**src/exec_config.svh**
```systemverilog
`ifndef EXEC_CONFIG_SVH
`define EXEC_CONFIG_SVH

// datapath word
`define EXEC_XLEN         32

// apb address bus, offsets below are sized to it
`define EXEC_APB_AW       8

// command queue entries
`define EXEC_FIFO_DEPTH   4

// register map, byte offsets
`define EXEC_REG_OPA      8'h00
`define EXEC_REG_OPB      8'h04
`define EXEC_REG_CMD      8'h08   // write only
`define EXEC_REG_RESULT   8'h0C
`define EXEC_REG_HI       8'h10
`define EXEC_REG_LO       8'h14
`define EXEC_REG_STATUS   8'h18
`define EXEC_REG_CTRL     8'h1C

`endif
```
**src/exec_pkg.sv**
```systemverilog
`include "exec_config.svh"

package exec_pkg;

    // opcodes in command order, anything above OP_MTLO is illegal
    typedef enum logic [4:0] {
        OP_OR,
        OP_AND,
        OP_NOR,
        OP_XOR,
        OP_SLL,
        OP_SRL,
        OP_SRA,
        OP_ADD,
        OP_ADDU,
        OP_SUB,
        OP_SUBU,
        OP_SLT,
        OP_SLTU,
        OP_CLZ,
        OP_CLO,
        OP_MUL,
        OP_MULT,
        OP_MULTU,
        OP_MFHI,
        OP_MFLO,
        OP_MTHI,
        OP_MTLO
    } alu_op_e;

    // one queue entry
    typedef struct packed {
        alu_op_e               op;
        logic [`EXEC_XLEN-1:0] opa;
        logic [`EXEC_XLEN-1:0] opb;
    } cmd_t;

    // full product or separate halves
    typedef union packed {
        logic [2*`EXEC_XLEN-1:0] prod;
        struct packed {
            logic [`EXEC_XLEN-1:0] hi;
            logic [`EXEC_XLEN-1:0] lo;
        } half;
    } hilo_u;

endpackage

```
**src/exec_unit.sv**
```systemverilog
`include "exec_config.svh"

module exec_unit (
    input  logic                     clk_i,
    input  logic                     rst_n_i,
    input  logic                     psel_i,
    input  logic                     penable_i,
    input  logic                     pwrite_i,
    input  logic [`EXEC_APB_AW-1:0]  paddr_i,
    input  logic [`EXEC_XLEN-1:0]    pwdata_i,
    output logic [`EXEC_XLEN-1:0]    prdata_o,
    output logic                     pready_o,
    output logic                     pslverr_o
);

    logic                   push;
    exec_pkg::cmd_t         push_data;
    logic                   pop;
    exec_pkg::cmd_t         head;
    logic                   fifo_full;
    logic                   fifo_empty;
    logic                   run;
    logic [`EXEC_XLEN-1:0]  result;
    exec_pkg::hilo_u        hilo;
    logic                   ovf;
    logic [7:0]             done_cnt;

    // producer, apb side
    apb_cmd_port u_port (
        .clk_i        (clk_i),
        .rst_n_i      (rst_n_i),
        .psel_i       (psel_i),
        .penable_i    (penable_i),
        .pwrite_i     (pwrite_i),
        .paddr_i      (paddr_i),
        .pwdata_i     (pwdata_i),
        .fifo_full_i  (fifo_full),
        .fifo_empty_i (fifo_empty),
        .result_i     (result),
        .hilo_i       (hilo),
        .ovf_i        (ovf),
        .done_cnt_i   (done_cnt),
        .prdata_o     (prdata_o),
        .pready_o     (pready_o),
        .pslverr_o    (pslverr_o),
        .push_o       (push),
        .push_data_o  (push_data),
        .run_o        (run)
    );

    cmd_fifo #(
        .DEPTH   (`EXEC_FIFO_DEPTH),
        .entry_t (exec_pkg::cmd_t)
    ) u_fifo (
        .clk_i       (clk_i),
        .rst_n_i     (rst_n_i),
        .push_i      (push),
        .push_data_i (push_data),
        .pop_i       (pop),
        .head_o      (head),
        .empty_o     (fifo_empty),
        .full_o      (fifo_full)
    );

    // consumer
    alu_core u_alu (
        .clk_i        (clk_i),
        .rst_n_i      (rst_n_i),
        .run_i        (run),
        .fifo_empty_i (fifo_empty),
        .cmd_i        (head),
        .pop_o        (pop),
        .result_o     (result),
        .hilo_o       (hilo),
        .ovf_o        (ovf),
        .done_cnt_o   (done_cnt)
    );

endmodule

```
**src/alu_core.sv**
```systemverilog
`include "exec_config.svh"

module alu_core (
    input  logic                   clk_i,
    input  logic                   rst_n_i,
    input  logic                   run_i,
    input  logic                   fifo_empty_i,
    input  exec_pkg::cmd_t         cmd_i,
    output logic                   pop_o,
    output logic [`EXEC_XLEN-1:0]  result_o,
    output exec_pkg::hilo_u        hilo_o,
    output logic                   ovf_o,
    output logic [7:0]             done_cnt_o
);

    localparam int XLEN  = `EXEC_XLEN;
    localparam int MSB   = XLEN - 1;
    localparam int CNT_W = $clog2(XLEN) + 1;   // holds 0..XLEN

    exec_pkg::alu_op_e   op;
    logic [XLEN-1:0]     a;
    logic [XLEN-1:0]     b;
    logic                pop;
    logic                is_sub;
    logic [XLEN-1:0]     b_mux;
    logic [XLEN-1:0]     sum;
    logic                add_ovf;
    logic                less;
    logic                mul_signed;
    logic [XLEN-1:0]     mag_a;
    logic [XLEN-1:0]     mag_b;
    logic [2*XLEN-1:0]   prod_mag;
    logic [2*XLEN-1:0]   prod;
    logic                ovf_op;
    logic                hold_result;
    logic [XLEN-1:0]     alu_res;
    logic [XLEN-1:0]     result_q;
    exec_pkg::hilo_u     hilo_q;
    logic                ovf_q;
    logic [7:0]          done_cnt_q;

    // leading zeros, XLEN for an all-zero word
    function automatic logic [CNT_W-1:0] lead_zeros(input logic [XLEN-1:0] x);
        logic [CNT_W-1:0] n;
        logic             hit;
        n   = '0;
        hit = 1'b0;
        for (int i = MSB; i >= 0; i--) begin
            if (x[i]) begin
                hit = 1'b1;
            end else if (!hit) begin
                n = n + 1'b1;
            end
        end
        return n;
    endfunction

    assign op  = cmd_i.op;
    assign a   = cmd_i.opa;
    assign b   = cmd_i.opb;
    assign pop = run_i & !fifo_empty_i;

    // shared adder, subtract by two's complement
    assign is_sub = (op == exec_pkg::OP_SUB) || (op == exec_pkg::OP_SUBU) ||
                    (op == exec_pkg::OP_SLT);
    assign b_mux  = is_sub ? (~b + 1'b1) : b;
    assign sum    = a + b_mux;

    // signed overflow from operand and sum signs
    assign add_ovf = is_sub ? ((a[MSB] != b[MSB]) && (sum[MSB] != a[MSB]))
                            : ((a[MSB] == b[MSB]) && (sum[MSB] != a[MSB]));

    // signed: differing signs decide, else sign of a-b
    assign less = (op == exec_pkg::OP_SLT) ?
                  ((a[MSB] & !b[MSB]) | (!(a[MSB] ^ b[MSB]) & sum[MSB])) :
                  (a < b);

    // multiply magnitudes, fix the sign afterwards
    assign mul_signed = (op == exec_pkg::OP_MUL) || (op == exec_pkg::OP_MULT);
    assign mag_a      = (mul_signed && a[MSB]) ? (~a + 1'b1) : a;
    assign mag_b      = (mul_signed && b[MSB]) ? (~b + 1'b1) : b;
    assign prod_mag   = {{XLEN{1'b0}}, mag_a} * {{XLEN{1'b0}}, mag_b};
    assign prod       = (mul_signed && (a[MSB] ^ b[MSB])) ? (~prod_mag + 1'b1) : prod_mag;

    always_comb begin
        case (op)
            exec_pkg::OP_OR:    alu_res = a | b;
            exec_pkg::OP_AND:   alu_res = a & b;
            exec_pkg::OP_NOR:   alu_res = ~(a | b);
            exec_pkg::OP_XOR:   alu_res = a ^ b;
            exec_pkg::OP_SLL:   alu_res = b << a[4:0];     // amount from opa
            exec_pkg::OP_SRL:   alu_res = b >> a[4:0];
            exec_pkg::OP_SRA:   alu_res = $signed(b) >>> a[4:0];
            exec_pkg::OP_ADD,
            exec_pkg::OP_ADDU,
            exec_pkg::OP_SUB,
            exec_pkg::OP_SUBU:  alu_res = sum;
            exec_pkg::OP_SLT,
            exec_pkg::OP_SLTU:  alu_res = {{(XLEN-1){1'b0}}, less};
            exec_pkg::OP_CLZ:   alu_res = XLEN'(lead_zeros(a));
            exec_pkg::OP_CLO:   alu_res = XLEN'(lead_zeros(~a));
            exec_pkg::OP_MUL:   alu_res = prod[XLEN-1:0];    // low word only
            exec_pkg::OP_MFHI:  alu_res = hilo_q.half.hi;
            exec_pkg::OP_MFLO:  alu_res = hilo_q.half.lo;
            default:            alu_res = '0;                // hi/lo writers
        endcase
    end

    assign ovf_op      = (op == exec_pkg::OP_ADD) || (op == exec_pkg::OP_SUB);
    assign hold_result = (ovf_op && add_ovf) ||
                         (op == exec_pkg::OP_MULT) || (op == exec_pkg::OP_MULTU) ||
                         (op == exec_pkg::OP_MTHI) || (op == exec_pkg::OP_MTLO);

    always_ff @(posedge clk_i) begin
        if (!rst_n_i) begin
            result_q   <= '0;
            hilo_q     <= '0;
            ovf_q      <= 1'b0;
            done_cnt_q <= '0;
        end else if (pop) begin
            if (!hold_result) begin
                result_q <= alu_res;
            end
            case (op)
                exec_pkg::OP_MULT,
                exec_pkg::OP_MULTU: hilo_q.prod    <= prod;
                exec_pkg::OP_MTHI:  hilo_q.half.hi <= a;
                exec_pkg::OP_MTLO:  hilo_q.half.lo <= a;
                default: begin
                end
            endcase
            ovf_q      <= ovf_op & add_ovf;     // any other op clears it
            done_cnt_q <= done_cnt_q + 8'd1;    // wraps
        end
    end

    assign pop_o      = pop;
    assign result_o   = result_q;
    assign hilo_o     = hilo_q;
    assign ovf_o      = ovf_q;
    assign done_cnt_o = done_cnt_q;

endmodule

```
**src/apb_cmd_port.sv**
```systemverilog
`include "exec_config.svh"

module apb_cmd_port (
    input  logic                     clk_i,
    input  logic                     rst_n_i,
    input  logic                     psel_i,
    input  logic                     penable_i,
    input  logic                     pwrite_i,
    input  logic [`EXEC_APB_AW-1:0]  paddr_i,
    input  logic [`EXEC_XLEN-1:0]    pwdata_i,
    input  logic                     fifo_full_i,
    input  logic                     fifo_empty_i,
    input  logic [`EXEC_XLEN-1:0]    result_i,
    input  exec_pkg::hilo_u          hilo_i,
    input  logic                     ovf_i,
    input  logic [7:0]               done_cnt_i,
    output logic [`EXEC_XLEN-1:0]    prdata_o,
    output logic                     pready_o,
    output logic                     pslverr_o,
    output logic                     push_o,
    output exec_pkg::cmd_t           push_data_o,
    output logic                     run_o
);

    logic                  access;      // apb access phase
    logic                  mapped;
    logic                  read_only;
    logic                  wr_opa;
    logic                  wr_opb;
    logic                  wr_cmd;
    logic                  wr_ctrl;
    logic                  op_legal;
    logic                  cmd_err;
    logic [`EXEC_XLEN-1:0] opa_q;
    logic [`EXEC_XLEN-1:0] opb_q;
    logic                  run_q;
    logic [`EXEC_XLEN-1:0] status;
    logic [`EXEC_XLEN-1:0] rdata;

    assign access = psel_i & penable_i;

    assign wr_opa  = access & pwrite_i & (paddr_i == `EXEC_REG_OPA);
    assign wr_opb  = access & pwrite_i & (paddr_i == `EXEC_REG_OPB);
    assign wr_cmd  = access & pwrite_i & (paddr_i == `EXEC_REG_CMD);
    assign wr_ctrl = access & pwrite_i & (paddr_i == `EXEC_REG_CTRL);

    // opcode from bits 4..0 only
    assign op_legal = (pwdata_i[4:0] <= exec_pkg::OP_MTLO);
    assign cmd_err  = wr_cmd & (!op_legal | fifo_full_i);

    assign status = {16'h0000, done_cnt_i, 5'b00000, ovf_i, fifo_full_i, fifo_empty_i};

    // address decode and read mux
    always_comb begin
        mapped    = 1'b1;
        read_only = 1'b0;
        rdata     = '0;
        case (paddr_i)
            `EXEC_REG_OPA:  rdata = opa_q;
            `EXEC_REG_OPB:  rdata = opb_q;
            `EXEC_REG_CMD:  rdata = '0;     // write only
            `EXEC_REG_RESULT: begin
                rdata     = result_i;
                read_only = 1'b1;
            end
            `EXEC_REG_HI: begin
                rdata     = hilo_i.half.hi;
                read_only = 1'b1;
            end
            `EXEC_REG_LO: begin
                rdata     = hilo_i.half.lo;
                read_only = 1'b1;
            end
            `EXEC_REG_STATUS: begin
                rdata     = status;
                read_only = 1'b1;
            end
            `EXEC_REG_CTRL: rdata = {{(`EXEC_XLEN-1){1'b0}}, run_q};
            default: begin
                mapped = 1'b0;
            end
        endcase
    end

    always_ff @(posedge clk_i) begin
        if (!rst_n_i) begin
            opa_q <= '0;
            opb_q <= '0;
            run_q <= 1'b1;              // consumer runs out of reset
        end else begin
            if (wr_opa) begin
                opa_q <= pwdata_i;
            end
            if (wr_opb) begin
                opb_q <= pwdata_i;
            end
            if (wr_ctrl) begin
                run_q <= pwdata_i[0];
            end
        end
    end

    // queue the command with the operands as they stand now
    assign push_o      = wr_cmd & !cmd_err;
    assign push_data_o = '{op:  exec_pkg::alu_op_e'(pwdata_i[4:0]),
                           opa: opa_q,
                           opb: opb_q};

    assign prdata_o  = (access & !pwrite_i) ? rdata : '0;
    assign pready_o  = 1'b1;            // zero wait
    assign pslverr_o = access & (!mapped | (pwrite_i & read_only) | cmd_err);
    assign run_o     = run_q;

endmodule

```
**src/cmd_fifo.sv**
```systemverilog
module cmd_fifo #(
    parameter int  DEPTH   = 4,     // at least 2
    parameter type entry_t = logic
) (
    input  logic   clk_i,
    input  logic   rst_n_i,
    input  logic   push_i,
    input  entry_t push_data_i,
    input  logic   pop_i,
    output entry_t head_o,
    output logic   empty_o,
    output logic   full_o
);

    localparam int PTR_W = $clog2(DEPTH);

    entry_t             mem [DEPTH];
    logic [PTR_W-1:0]   wr_ptr;
    logic [PTR_W-1:0]   rd_ptr;
    logic [PTR_W:0]     count;      // occupancy 0..DEPTH

    // entry storage
    always_ff @(posedge clk_i) begin
        if (push_i) begin
            mem[wr_ptr] <= push_data_i;
        end
    end

    always_ff @(posedge clk_i) begin
        if (!rst_n_i) begin
            wr_ptr <= '0;
            rd_ptr <= '0;
            count  <= '0;
        end else begin
            if (push_i) begin
                wr_ptr <= (wr_ptr == PTR_W'(DEPTH - 1)) ? '0 : wr_ptr + 1'b1;
            end
            if (pop_i) begin
                rd_ptr <= (rd_ptr == PTR_W'(DEPTH - 1)) ? '0 : rd_ptr + 1'b1;
            end
            case ({push_i, pop_i})
                2'b10:   count <= count + 1'b1;
                2'b01:   count <= count - 1'b1;
                default: count <= count;    // idle or push+pop
            endcase
        end
    end

    assign head_o  = mem[rd_ptr];   // fall-through head
    assign empty_o = (count == '0);
    assign full_o  = (count == (PTR_W + 1)'(DEPTH));

endmodule

```
**config.mk**
```make
export PLATFORM = sky130hd
export DESIGN_NAME = exec_unit
export DESIGN_NICKNAME = d
export VERILOG_FILES = /design/src/exec_pkg.sv /design/src/exec_unit.sv /design/src/alu_core.sv /design/src/apb_cmd_port.sv /design/src/cmd_fifo.sv
export VERILOG_INCLUDE_DIRS = /design/src
export SDC_FILE = /design/constraint.sdc
export NUM_CORES = 2
export LEC_CHECK = 0
export BUFFER_PORTS_ARGS = -buffer_cell sky130_fd_sc_hd__buf_2
export CAP_MARGIN = 10
export CORE_UTILIZATION = 30
export DETAILED_ROUTE_END_ITERATION = 16
export GPL_TIMING_DRIVEN = 1
export HOLD_SLACK_MARGIN = 0.08
export PLACE_DENSITY = 0.57
export SYNTH_ARGS = -nofsm -noshare
export SYNTH_HDL_FRONTEND = slang
export SYNTH_HIERARCHICAL = 1
export SYNTH_SLANG_ARGS = --single-unit
```
**constraint.sdc**
```tcl
create_clock -name clk_i -period 16.7 [get_ports clk_i]
set_input_delay 1.67 -clock clk_i [delete_from_list [all_inputs] [get_ports clk_i]]
set_output_delay 1.67 -clock clk_i [all_outputs]
set_load 0.01 [all_outputs]
```
* Yosys cells after proc, flatten, opt, wreduce, memory -nomap -nowiden
Memories as Yosys holds them, arrays and structs flattened. A register that Yosys moved wholly into a read port is not among the register bits. Index checks and enable logic that the tools add are counted.
Word-level totals: register bits 177, latch bits 0, memory bits (writable) 276, memory bits (read-only) 0, bits of input ports 45, output and inout bits 34, word-level logic and storage cells 520, memories 1
Memory list:
- u_fifo.mem | depth 4, width 69, rd ports 1, clocked after memory_dff 1, wr ports 1, line cmd_fifo.sv:17 | entry_t mem [DEPTH];
Operators by class: add/subtract/negate cells 71, $mul 1, div/mod/pow operators 0, magnitude comparators 2, equal/unequal tests 36, shifts and indexed selects 3, multiplexer cells 332, bitwise operators 28, reduce and logical (&&, ||, !) cells 35
Operators with widths (count):
- $mux W6 | 186
- $pmux W32 S14 | 1
- $add A6 B1 Y6 const B | 62
- $pmux W32 S7 | 1
- $mux W1 | 132
- $mux W32 | 4
- $pmux W32 S2 | 2
- $not A32 Y32 | 3
- $add A32 B1 Y32 const B | 2
- $add A64 B1 Y64 const B | 1
- $mul A32 B32 Y64 | 1
- $mux W64 | 1
- $not A64 Y64 | 1
- $eq A5 B4 Y1 const B | 8
- $add A32 B32 Y32 | 1
- $and A32 B32 Y32 | 1
- $eq A8 B5 Y1 const B | 4
- $lt A32 B32 Y1 | 1
- $or A32 B32 Y32 | 1
- $shl A32 B5 Y32 | 1
- $shr A32 B5 Y32 | 1
- $sshr A32 B5 Y32 | 1
- $xor A32 B32 Y32 | 1
- $eq A5 B5 Y1 const B | 6
- other kinds (32) | 85

* Logic depth before layout (Yosys ltp)
depth after elaboration 127, gate-level depth with buffers 102, depth with buffers taken out 99

* Modules after synthesis
Netlist, hierarchy kept.
By module, submodules not included:
- alu_core | instances 1, cells each 7078, area each 55279.3 sq um, seq. area each 2102.0 sq um
- cmd_fifo | instances 1, cells each 408, area each 10428.8 sq um, seq. area each 8468.1 sq um
- apb_cmd_port | instances 1, cells each 523, area each 4191.5 sq um, seq. area each 1301.2 sq um

* Worst setup path after synthesis
OpenSTA, ideal clock, no wires.
kind flip-flop to flip-flop, start point register with a tool-made name, end point register u_alu.result_q[4], in the netlist u_alu/result_o[4], library setup time 0.116 ns, arrival time 18.444 ns, required time 16.584 ns, path slack -1.860 ns, cell stages (with the launch flop) 101, path buffers 3, period minus slack after synthesis 18.560 ns, path through dfxtp_1 -> buf_6 -> buf_4 -> mux4_2 -> buf_4 -> nor2_1 -> nor3_1 -> ha_1 -> nand2b_1 -> a211oi_1 -> ha_1 -> nand2_1 -> nand2_1 -> ha_1 -> nand2_1 -> a31oi_1 -> ha_1 -> mux2i_1 -> (+65 left out) -> ha_1 -> a21o_1 -> ha_1 -> mux2i_1 -> o21bai_1 -> ha_1 -> mux2_2 -> ha_1 -> nor2b_1 -> xnor2_1 -> nor3_1 -> xor2_1 -> nand4_1 -> xor2_1 -> xnor2_1 -> a221o_1 -> mux2i_1 -> nor2b_1
RTL lines:
- to (signal assigned) | line alu_core.sv:122 | result_q <= alu_res;
- to (decl) | line alu_core.sv:37 | logic [XLEN-1:0] result_q;

==> out/qor.txt <==
Status - finished, violations left
Failing checks - setup timing
DR iter-0 viols - 6936
Largest area contributor in the netlist - fa_1
Main area contributors after synthesis - fa_1, edfxtp_1, ha_1, nand2_1, inv_1
Die width - 485 um
Initial antenna violation count - 12
TritonCTS buffer count - 49
Reg2reg setup slack - -850 ps
Total power - 2.52 mW
Synth Flop Type - edfxtp_1
Top layer in use - met5
Post-Route Skew - 50.1 ps
Power per cell area - 32.0 mW/mm^2
Fin Hold WS - 483 ps
Post-layout util - 34.2%
Die height - 485 um
# port buffers - 77
Global route total overflow - 0
TritonRoute pass-1 iters - 7
Register area share after synthesis - 17.0%
Antenna viol nets, final - 0
WL met1 - 127000 um
First-pass GRT wire length - 440000 um
Met2 WL - 132000 um
Post-synthesis async set-or-reset flop share - 0%
Period utilisation layout - 105%
# H-tree levels - 2
R2R depth - 107
Setup total negative slack - -3520 ps
Post-synth EDFFs - 276
Unique masters post-synth - 123
Post-DP HPWL - 244000 um
WP data required - 17270 ps
Setup ws final - -853 ps
Crit Reg-Reg Endpoint - u_alu/result_o[5]$_SDFFE_PN0P_
Final Hold Fails - 0
CP max FO - 7
Crit path arrival time - 18130 ps
Type of the most critical hold path - flip-flop to flip-flop
CP dominant cell by count - buf_4
DR vias/cell - 5.48
Max-cap violations - 0
Area growth syn-to-layout - 12.8%
Vias in the first global route - 61500
Worst vdd ir - 0.0800 mV
Layout cells sized above 1 - 12.6%
Vias - 61500
CTS tree - built
Count leader, synth - nand2_1
Io pins - 79
Post-layout minimum cycle time - 17550 ps
Initial core utilization - 30.3%
Critical Path Sink - u_alu/result_o[5]$_SDFFE_PN0P_
CP peak stage delay - 580 ps
Setup crit start kind - flip-flop
Largest net degree at the start of global routing - 84
Setup-failing EPs final - 5
Cts hold-fix bufs - 0
Crit. End Element - flip-flop
Sink Count - 455
Max Freq - 57.0 MHz
Mapped Area - 0.0699 sq mm
Post-synth top area share - 25.7%
LEAKAGE - 35.7 nW
Measured slew at the worst slew-check pin - 1420 ps
Yosys reg bits - 455
Mapped Nets - 9408
Max stage delay cell, worst path - mux4_2
RSZ-0062 raised after global routing - yes
Row count - 176
Total length of routed met3 wires - 30500 um
Final WL - 307000 um
Synth cell count leaders - nand2_1, inv_1, fa_1, nor2_1, ha_1
Routed WL per cell - 27.3 um
Clock transition at the registers of the reported paths - 60 ps
YS warnings - 6
Synthesized instance count - 8009
Max Slew Vio Count - 0
Final #Nets - 9562
Die area - 0.235 sq mm
Slew HR - 5.29%
CTS Buffer Depth - 3
Core area - 0.231 sq mm
Skew-Pair Late Insertion Delay - 640 ps
Clk root buf - clkbuf_16
Placer Congestion - 1.04
Avg Cell Area, Syn - 8.73 sq um
DRC viols - 0
GRT Util Overall - 25.7%
Critical path class - flip-flop to flip-flop
[critical path, delay by kind of cell (launching register included)]
family | cells | cell delay (ps)
buffers and inverters | 50 | 6310
adders and majority gates | 13 | 3450
AOI/OAI and AO/OA | 17 | 2770
muxes | 9 | 1950
xor gates and xnor gates | 5 | 1530
and+or+nand+nor | 13 | 1080
DFF | 1 | 390
[power by group]
part | internal [mW] | total, mW | switching [mW] | leakage [nW]
combinational | 0.115 | 0.258 | 0.143 | 30.6
sequential | 1.18 | 1.18 | 0.00330 | 4.30
clock | 0.601 | 1.08 | 0.479 | 0.750
[metal layers]
metal | up-vias | global-route usage [%]
li1 | 26600 | -
met1 | 31300 | 34.6
met2 | 3088 | 38.8
met3 | 548 | 5.69
met4 | 8 | 12.5
met5 | - | 0
[layout make-up]
type / instances / area [sq um]
antenna: 6 / 15.0
sequential: 455 / 11900
clock inverter: 30 / 282
clock buffer: 60 / 1290
fill: 23800 / 152000
multi-input combinational: 5945 / 53100
tap: 3026 / 3790
inverter: 1154 / 4340
timing repair buffer: 558 / 4130
[how the worst min path moves through the flow]
stage	start	to	slack, ps	cells past startpoint
global placement	u_alu/ovf_o$_SDFFE_PN0P_	u_alu/ovf_o$_SDFFE_PN0P_	470	2
detailed placement	u_alu/ovf_o$_SDFFE_PN0P_	u_alu/ovf_o$_SDFFE_PN0P_	470	2
global route	u_alu/ovf_o$_SDFFE_PN0P_	u_alu/ovf_o$_SDFFE_PN0P_	520	2
finish	u_alu/ovf_o$_SDFFE_PN0P_	u_alu/ovf_o$_SDFFE_PN0P_	480	2
CTS	u_alu/ovf_o$_SDFFE_PN0P_	u_alu/ovf_o$_SDFFE_PN0P_	480	2
floorplan	u_alu/ovf_o$_SDFFE_PN0P_	u_alu/ovf_o$_SDFFE_PN0P_	440	2
[cell families (layout without fill, tap and decap cells)]
family | after synthesis | count (layout) | share of synthesized area (%)
buf+inv | 1609 | 1802 | 8.87
mux | 300 | 300 | 6.01
compound gates | 1272 | 1272 | 12.3
other cells | 1 | 7 | 0.00536
simple gates | 2624 | 2624 | 16.5
flops | 455 | 455 | 17.0
fa+ha+maj | 1355 | 1355 | 33.9
xor+xnor | 393 | 393 | 5.38
[per-stage QoR]
stage | instance area [sq um] | worst slack [ps] | cells
floorplan | 70100 | -1020 | 8009
global placement | 76300 | -1480 | 11100
detailed placement | 76300 | -1340 | 11100
CTS | 78500 | -858 | 11200
global route | 78800 | -1800 | 11200
finish | 78900 | -853 | 11200
[layout by cell type, fill, tap and decap left out, drive strengths merged, types with 28 or more instances in the layout]
cell type / instances
a211oi: 79
a21boi: 95
a21o: 47
a21oi: 296
a31oi: 55
and2: 92
buf: 558
clkbuf: 60
clkinv: 29
dfxtp: 179
edfxtp: 276
fa: 898
ha: 456
inv: 1143
mux2: 52
mux2i: 159
mux4: 89
nand2: 1326
nand2b: 49
nand3: 95
nand4: 38
nor2: 634
nor2b: 99
nor3: 102
nor4: 28
o211a: 38
o211ai: 53
o21ai: 268
o21bai: 28
or3: 47
xnor2: 285
xor2: 94
[repair_timing]
item | in CTS | in global routing
gates resized for setup | 17 | 56
pin swaps | 43 | 40
buffers inserted | 67 | 10
endpoints found under the setup margin | 6 | 24
[state kept, by name, summed over array words and instances, names as in the netlist, named ones only]
| signal | cells |
|---|---|
| u_alu/done_cnt_o | 8 |
| u_alu/hilo_o | 64 |
| u_alu/ovf_o | 1 |
| u_alu/result_o | 32 |
| u_fifo/count | 3 |
| u_fifo/mem | 276 |
| u_fifo/rd_ptr | 2 |
| u_fifo/wr_ptr | 2 |
| u_port/opa_q | 32 |
| u_port/opb_q | 32 |
| u_port/run_o | 1 |
(Power assumes the default switching activity.)
